<file path="src/design/spiProtoPkg.sv">
// SPI frame-level types shared by the shift register and the transaction state machine
package spiProtoPkg;

    // one frame byte as it moves through the shift register
    typedef logic [7:0] spiByte;

    // rising sclk edges seen within the current byte
    // wraps from 7 back to 0 at the end of a byte
    typedef logic [2:0] bitCount;

    // transaction states, one frame per csN low period
    typedef enum logic [2:0] {
        // csN high, nothing going on
        idle,
        // shifting in the command byte
        getAddr,
        // command byte complete, address latched here
        decode,
        // memory data loaded into the shift register
        readLoad,
        // read byte going out on miso
        readShift,
        // write data coming in on mosi
        writeShift,
        // one-cycle memory write strobe
        writeCommit,
        // frame done, hold until csN goes high
        waitCsHigh
    } spiState;

    // LSB of the command byte, 1 selects a read
    localparam logic rwReadBit = 1'b1;

endpackage

</file>
<file path="src/design/memMapPkg.sv">
// memory geometry and address/data types for the byte memory behind the SPI slave
package memMapPkg;

    // seven address bits from the command byte
    localparam int memAddrWidth = 7;

    // one byte per address
    localparam int memDepth = 128;

    // byte address into the memory
    typedef logic [memAddrWidth-1:0] memAddr;

    // one stored byte
    typedef logic [7:0] memData;

endpackage

</file>
<file path="src/design/inputConditioner.sv">
// synchronizes, debounces and edge-detects one asynchronous input pin; one instance per SPI pin
module inputConditioner #(
    // stable clk cycles needed before a change is accepted
    parameter int waitTime = 3,
    // level of the output and the sync flops while in reset
    parameter logic resetLevel = 1'b0
) (
    input  logic clk,
    input  logic arstN,
    input  logic noisy,
    output logic conditioned,
    output logic risingEdge,
    output logic fallingEdge
);

    // counter must be able to hold waitTime itself
    localparam int cntWidth = (waitTime < 1) ? 1 : $clog2(waitTime + 1);

    logic syncMeta;
    logic syncOut;
    logic [cntWidth-1:0] stableCnt;

    // two-flop synchronizer
    // first flop may go metastable, second one settles it
    always_ff @(posedge clk or negedge arstN) begin
        if (!arstN) begin
            syncMeta <= resetLevel;
            syncOut  <= resetLevel;
        end else begin
            syncMeta <= noisy;
            syncOut  <= syncMeta;
        end
    end

    // debounce
    // count cycles in which the synced level disagrees with the output,
    // any agreement in between restarts the count
    always_ff @(posedge clk or negedge arstN) begin
        if (!arstN) begin
            stableCnt   <= '0;
            conditioned <= resetLevel;
            risingEdge  <= 1'b0;
            fallingEdge <= 1'b0;
        end else begin
            // pulses last one cycle unless set again below
            risingEdge  <= 1'b0;
            fallingEdge <= 1'b0;
            if (syncOut == conditioned) begin
                stableCnt <= '0;
            end else if (stableCnt == cntWidth'(waitTime)) begin
                // change held long enough, take it
                stableCnt   <= '0;
                conditioned <= syncOut;
                // edge pulse lines up with the new output level
                risingEdge  <= syncOut;
                fallingEdge <= !syncOut;
            end else begin
                stableCnt <= stableCnt + 1'b1;
            end
        end
    end

    // total latency pin to output is 2 sync cycles, waitTime count cycles
    // and one more for the output flop

endmodule

</file>
<file path="src/design/shiftRegister.sv">
// eight-bit SPI shift register: mosi in at the LSB, miso out from the MSB, parallel load for reads
module shiftRegister
    import spiProtoPkg::*;
    import memMapPkg::*;
(
    input  logic   clk,
    input  logic   arstN,
    input  logic   shiftEn,
    input  logic   serialIn,
    input  logic   srLoad,
    input  memData parallelIn,
    output spiByte parallelOut,
    output logic   serialOut
);

    spiByte shiftReg;

    // load wins over shift
    // the state machine never asks for both in one cycle anyway
    always_ff @(posedge clk or negedge arstN) begin
        if (!arstN) begin
            shiftReg <= '0;
        end else if (srLoad) begin
            // read data from memory, MSB goes out first
            shiftReg <= parallelIn;
        end else if (shiftEn) begin
            // MSB first on the wire
            // new bit enters at the bottom
            shiftReg <= {shiftReg[$bits(spiByte)-2:0], serialIn};
        end
    end

    // whole byte visible for command decode and memory write
    assign parallelOut = shiftReg;

    // next outgoing bit
    // sampled into the miso flop on the falling sclk edge
    assign serialOut = shiftReg[$bits(spiByte)-1];

endmodule

</file>
<file path="src/design/dataMemory.sv">
// byte-wide register-file memory behind the SPI slave, written by write frames and read by read frames
module dataMemory
    import memMapPkg::*;
(
    input  logic              clk,
    input  logic              arstN,
    input  logic              memWe,
    input  memMapPkg::memAddr memAddr,
    input  memData            writeData,
    output memData            readData
);

    memData mem [memDepth];

    // whole array clears on reset so reads of unwritten bytes give zero
    always_ff @(posedge clk or negedge arstN) begin
        if (!arstN) begin
            for (int i = 0; i < memDepth; i++) begin
                mem[i] <= '0;
            end
        end else if (memWe) begin
            mem[memAddr] <= writeData;
        end
    end

    // combinational read
    // address is already latched by the state machine
    assign readData = mem[memAddr];

endmodule

</file>
<file path="src/design/spiTransactionFsm.sv">
// per-frame control for the SPI memory slave: command decode, address latch, write strobe and miso
module spiTransactionFsm
    import spiProtoPkg::*;
    import memMapPkg::*;
(
    input  logic              clk,
    input  logic              arstN,
    input  logic              csN,
    input  logic              sclkRise,
    input  logic              sclkFall,
    input  spiByte            parallelOut,
    input  logic              serialOut,
    output logic              shiftEn,
    output logic              srLoad,
    output memMapPkg::memAddr memAddr,
    output logic              memWe,
    output logic              miso,
    output logic              misoOe
);

    spiState state;
    bitCount bitCnt;
    logic    lastBit;

    // shift only while a byte is actually on the wire
    assign shiftEn = sclkRise &&
                     ((state == getAddr) || (state == writeShift) || (state == readShift));

    // eighth rising edge of the current byte
    assign lastBit = shiftEn && (bitCnt == bitCount'(7));

    // strobes straight from the state
    // each of these states lasts exactly one cycle
    assign srLoad = (state == readLoad);
    assign memWe  = (state == writeCommit);

    // transaction state
    // csN high aborts from anywhere, so an unfinished write never reaches writeCommit
    always_ff @(posedge clk or negedge arstN) begin
        if (!arstN) begin
            state <= idle;
        end else if (csN) begin
            state <= idle;
        end else begin
            case (state)
                // csN only goes low out of idle, so this is the frame start
                idle: begin
                    state <= getAddr;
                end
                getAddr: begin
                    if (lastBit) begin
                        state <= decode;
                    end
                end
                // command byte settled in the shift register this cycle
                decode: begin
                    if (parallelOut[0] == rwReadBit) begin
                        state <= readLoad;
                    end else begin
                        state <= writeShift;
                    end
                end
                // memory output valid now that the address is latched
                readLoad: begin
                    state <= readShift;
                end
                readShift: begin
                    if (lastBit) begin
                        state <= waitCsHigh;
                    end
                end
                writeShift: begin
                    if (lastBit) begin
                        state <= writeCommit;
                    end
                end
                writeCommit: begin
                    state <= waitCsHigh;
                end
                // no bursts, ignore further clocks until csN rises
                waitCsHigh: begin
                    state <= waitCsHigh;
                end
                default: begin
                    state <= idle;
                end
            endcase
        end
    end

    // bit counter
    // wraps on its own after eight shifts so no clear between command and data byte
    always_ff @(posedge clk or negedge arstN) begin
        if (!arstN) begin
            bitCnt <= '0;
        end else if (csN || (state == idle)) begin
            bitCnt <= '0;
        end else if (shiftEn) begin
            bitCnt <= bitCnt + 1'b1;
        end
    end

    // address latch
    // upper seven bits of the command byte, read/write bit dropped
    always_ff @(posedge clk or negedge arstN) begin
        if (!arstN) begin
            memAddr <= '0;
        end else if (state == decode) begin
            memAddr <= parallelOut[$bits(spiByte)-1 -: memAddrWidth];
        end
    end

    // miso flop, updated on falling sclk only
    // first fall in readShift puts out the MSB and raises misoOe,
    // the fall after the eighth read bit lands in waitCsHigh and drops both
    always_ff @(posedge clk or negedge arstN) begin
        if (!arstN) begin
            miso   <= 1'b0;
            misoOe <= 1'b0;
        end else if (csN) begin
            miso   <= 1'b0;
            misoOe <= 1'b0;
        end else if (sclkFall) begin
            if (state == readShift) begin
                miso   <= serialOut;
                misoOe <= 1'b1;
            end else begin
                miso   <= 1'b0;
                misoOe <= 1'b0;
            end
        end
    end

endmodule

</file>
<file path="src/design/spiMemorySlave.sv">
// top level of the SPI mode 0 slave with a 128-byte memory; pins in, miso plus its enable out
module spiMemorySlave
    import spiProtoPkg::*;
    import memMapPkg::*;
#(
    // debounce length for all three pins
    parameter int waitTime = 3
) (
    input  logic clk,
    input  logic arstN,
    input  logic sclk,
    input  logic csN,
    input  logic mosi,
    output logic miso,
    output logic misoOe
);

    logic   csClean;
    logic   sclkRise;
    logic   sclkFall;
    logic   mosiClean;
    logic   shiftEn;
    logic   srLoad;
    logic   memWe;
    logic   serialOut;
    memAddr addr;
    spiByte parallelOut;
    memData readData;

    // chip select idles high, so it resets high
    // only its level is used
    inputConditioner #(
        .waitTime  (waitTime),
        .resetLevel(1'b1)
    ) csCond (
        .clk        (clk),
        .arstN      (arstN),
        .noisy      (csN),
        .conditioned(csClean),
        .risingEdge (),
        .fallingEdge()
    );

    // sclk is only needed as edge pulses
    inputConditioner #(
        .waitTime  (waitTime),
        .resetLevel(1'b0)
    ) sclkCond (
        .clk        (clk),
        .arstN      (arstN),
        .noisy      (sclk),
        .conditioned(),
        .risingEdge (sclkRise),
        .fallingEdge(sclkFall)
    );

    // mosi level goes straight into the shift register
    inputConditioner #(
        .waitTime  (waitTime),
        .resetLevel(1'b0)
    ) mosiCond (
        .clk        (clk),
        .arstN      (arstN),
        .noisy      (mosi),
        .conditioned(mosiClean),
        .risingEdge (),
        .fallingEdge()
    );

    shiftRegister shiftReg (
        .clk        (clk),
        .arstN      (arstN),
        .shiftEn    (shiftEn),
        .serialIn   (mosiClean),
        .srLoad     (srLoad),
        .parallelIn (readData),
        .parallelOut(parallelOut),
        .serialOut  (serialOut)
    );

    // write data is the shift register contents after the sixteenth bit
    dataMemory dataMem (
        .clk      (clk),
        .arstN    (arstN),
        .memWe    (memWe),
        .memAddr  (addr),
        .writeData(parallelOut),
        .readData (readData)
    );

    spiTransactionFsm txnFsm (
        .clk        (clk),
        .arstN      (arstN),
        .csN        (csClean),
        .sclkRise   (sclkRise),
        .sclkFall   (sclkFall),
        .parallelOut(parallelOut),
        .serialOut  (serialOut),
        .shiftEn    (shiftEn),
        .srLoad     (srLoad),
        .memAddr    (addr),
        .memWe      (memWe),
        .miso       (miso),
        .misoOe     (misoOe)
    );

endmodule

</file>
<file path="config.mk">
export PLATFORM = sky130hd
export DESIGN_NAME = spiMemorySlave
export DESIGN_NICKNAME = d
export VERILOG_FILES = /design/src/design/spiProtoPkg.sv /design/src/design/memMapPkg.sv /design/src/design/inputConditioner.sv /design/src/design/shiftRegister.sv /design/src/design/dataMemory.sv /design/src/design/spiTransactionFsm.sv /design/src/design/spiMemorySlave.sv
export SDC_FILE = /design/constraint.sdc
export NUM_CORES = 2
export LEC_CHECK = 0
export BUFFER_PORTS_ARGS = -buffer_cell sky130_fd_sc_hd__buf_2
export CAP_MARGIN = 20
export CELL_PAD_IN_SITES_DETAIL_PLACEMENT = 2
export CELL_PAD_IN_SITES_GLOBAL_PLACEMENT = 2
export CORE_ASPECT_RATIO = 1.4
export CORE_MARGIN = 2
export CORE_UTILIZATION = 42
export CTS_CLUSTER_SIZE = 10
export DETAILED_ROUTE_END_ITERATION = 10
export PLACE_DENSITY_LB_ADDON = 0.1
export SLEW_MARGIN = 15
export SYNTH_ARGS = -nofsm -noshare
export SYNTH_HDL_FRONTEND = slang
export SYNTH_SLANG_ARGS = --single-unit
</file>
<file path="constraint.sdc">
create_clock -name clk -period 1.9 [get_ports clk]
set_input_delay 0 -clock clk [delete_from_list [all_inputs] [get_ports clk]]
set_output_delay 0 -clock clk [all_outputs]
set_load 0.1 [all_outputs]
</file>
==> impl_metrics.yaml <==
finish:
  areaGrowthSynthToFinish_pct: 25.4
  insertedDiodeCount: 0
  stdcell_area_sq_mm: 0.0617
  stdcell_count: 5631
  finish.net_count: 4090
  drive_gt1_frac: 0.488
  fillCellCount: 10422
critical_path:
  reg2reg_to: "shiftReg.parallelOut[0]"
  crit_chain: "buf_12 -> buf_16 -> buf_16 -> mux2i_2 -> o22ai_1 -> o21ai_2 -> nand4_1 -> a21oi_2 -> buf_6 -> o221ai_2 -> o21a_1"
  crit_cells: 11
  crit_fanout: 11
  crit_start: "txnFsm.memAddr[0]"
  crit_arrival_ps: 3340
  worstSetupPathType: "reg2reg"
  critPathRequiredTime_ps: 2540
  crit_end: "shiftReg.parallelOut[0]"
  cp-end-kind: "register"
  r2r_cells: 11
  r2r_start: "txnFsm.memAddr[0]"
  critPathMaxStageDelay_ps: 440
  crit_family: "compound AO/OA/AOI/OAI gates"
  slowest_stage: "dfrtp_4"
  start_kind: "register"
  r2r_setup_slack_ps: -800
  critPathBufInv: 4
  crit_path_frequent_cell: "buf_16"
floorplanning:
  rows: 148
  io_pins: 7
  core_sq_mm: 0.116
  initial_core_util: 0.423
  die_x_microns: 293
  die_h_microns: 409
  design.die.area_sq_mm: 0.120
logic_synthesis:
  synth-edff-count: 0
  synth_mux_area_frac: 0.339
  syn_avg_cell_area_sq_um: 13.4
  syn_nets: 3681
  netlist_area_sq_mm: 0.0492
  yosys.area_share.simple: 0.0362
  synth_top_family_by_area: "multiplexers"
  synthXorXnorAreaFrac: 0.000713
  synth-compound-area-share: 0.0533
  yosysWarnings: 0
  synth_top_area_cell: "dfrtp_1"
  synth_seq_cells: 1064
  ys_types: 48
  synth_common_cells: "dfrtp_1, mux2_2, mux2i_1"
  yosys.area_share.adder: 0.00127
  synth_seq_area_share: 0.542
  synthArstFlopShare: 1.00
  synth_most_common_cell: "dfrtp_1"
  ys.flop_type: "dfrtp_1"
  synth_top_area_frac: 0.540
  syn_inst: 3671
  synth_area_leaders: "dfrtp_1, mux2_2, mux2i_1"
sta:
  timing.final.crit_period_ps: 2700
  finalClockSkew_ps: 31.3
  setup_viol: 1032
  final_hold_viol_count: 0
  min_period_over_period: 1.42
  fin_ws_ps: -804
  grt_setup_unrepaired: "yes"
  fmax_mhz: 370
  max_slew_margin: 0.445
  tightest_slew_ps: 833
  slew_violations: 0
routing:
  met3WireLength_microns: 4140
  wl_met2_microns: 91300
  m1WireLength_microns: 68500
  vias: 32770
  drc: 0
  top_layer: "met4"
  routed_wl_microns: 172000
  wl_per_cell_microns: 30.5
  ant_nets: 0
  dr.pass1.iters: 4
  viasPerCell: 5.82
  drt_iter0_drc: 1400
place:
  gp_congestion: 0.824
  placedCellCount: 5378
  hpwlAfterDp_microns: 111000
  placed_cell_area_sq_mm: 0.0556
  io_buffers: 6
grt:
  antenna_found_initial: 0
  grt_pass1_wl_microns: 257000
  grt_max_degree: 117
  grt_pass1_vias: 38568
  grtUsageTotal: 0.286
  gr-total-overflow: 0
clock_network:
  cts_buffer_depth: 3
  cts_max_level: 3
  clock_sinks: 1064
  cts_root_buffer: "clkbuf_16"
  cts_tree: "built"
  clk_pin_slew_worst_paths_ps: 60
  cts_buffers: 119
  clk_latency_ps: 760
worst_hold_path:
  worst_hold_path_type: "reg2reg"
power_and_ir_drop:
  p_leak_nw: 27.4
  ir_drop_v: 0.000843
  p_per_area_mw_per_mm2: 745
  total_power_mw: 46.0
flow_run:
  max_cap_viol_count: 0
status:
  violations: "setup timing"
  status: "complete, but fails checks"
layer usage:
layer / track usage / vias up
li1: - / 14159
met1: 0.336 / 17768
met2: 0.521 / 524
met3: 0.0308 / 319
met4: 0.130 / 0
met5: 0 / -
registers in the layout, indices dropped and copies added, names as in the netlist, 2 cells and up:
signal / flops
csCond.stableCnt: 2
dataMem.mem: 1024
mosiCond.stableCnt: 2
sclkCond.stableCnt: 2
shiftReg.parallelOut: 8
txnFsm.bitCnt: 3
txnFsm.memAddr: 7
txnFsm.state: 3
final cells by class:
| type | count | area, sq um | area share |
|---|---|---|---|
| Sequential cell | 1064 | 26700 | 0.432 |
| Multi-Input combinational cell | 2326 | 23000 | 0.373 |
| Timing Repair Buffer | 569 | 6810 | 0.110 |
| Clock buffer | 165 | 3210 | 0.0521 |
| Tap cell | 1500 | 1880 | 0.0304 |
| Clock inverter | 7 | 120 | 0.00195 |
kinds of logic (layout without fill, tap and decap cells):
logic type | count (synthesis) | count (layout)
mux | 1529 | 1529
flops | 1064 | 1064
compound gates | 444 | 444
simple gates | 344 | 344
buf+inv | 281 | 741
fa+ha+maj | 5 | 5
xor+xnor | 4 | 4
power breakdown:
| group | total [mW] | leakage (nW) | switching, mW | internal, mW |
|---|---|---|---|---|
| Sequential | 23.1 | 14.8 | 0.269 | 22.8 |
| Combinational | 1.96 | 11.0 | 1.44 | 0.518 |
| Clock | 20.9 | 1.61 | 9.24 | 11.7 |
| Total | 46.0 | 27.4 | 11.0 | 35.0 |
metrics by stage:
stage / setup slack, ps / TNS, ps / hold WS, ps / util
detailed placement: -1160 / -492210 / -121 / 0.479
global route: -900 / -545170 / 371 / 0.531
floorplan: -117 / -10880 / -296 / -
CTS: -794 / -453230 / 361 / 0.520
global placement: -1100 / -447230 / -123 / 0.479
finish: -804 / -511230 / 361 / 0.531
layout by cell type (no fill, tap or decap), drive strengths merged, types with 6 or more instances in the layout:
cell / n
dfrtp: 1061
mux2: 1036
buf: 551
mux2i: 486
o22ai: 200
clkbuf: 173
o21ai: 149
nor2: 122
nand2: 108
a21oi: 52
nand3: 37
nor3: 17
and2: 14
nor2b: 13
a41oi: 11
dlygate4sd3: 8
o2bb2ai: 7
a22oi: 7
mux4: 7
nand2b: 7
nand4: 6
worst min path at each step:
stage	endpoint	from	cells after the start	slack, ps
after floorplan	csCond.stableCnt[0]	arstN	0	-300
after global placement	dataMem.mem[176]	arstN	1	-120
after detailed placement	dataMem.mem[176]	arstN	1	-120
after CTS	dataMem.mem[176]	arstN	4	360
after global routing	csCond.syncOut	csCond.syncMeta	0	370
final	mosiCond.syncOut	mosiCond.syncMeta	0	360
repair_timing:
action | CTS | global route
setup endpoints to repair | 1032 | 1032
pin swaps | 57 | 61
setup buffers | 15 | 47
endpoints found under the hold margin | 1064 | 0
gates resized for setup | 267 | 183
hold buffers | 9 | 0
gates cloned | 7 | 8
Note: power is estimated with default switching activity, not from simulation.
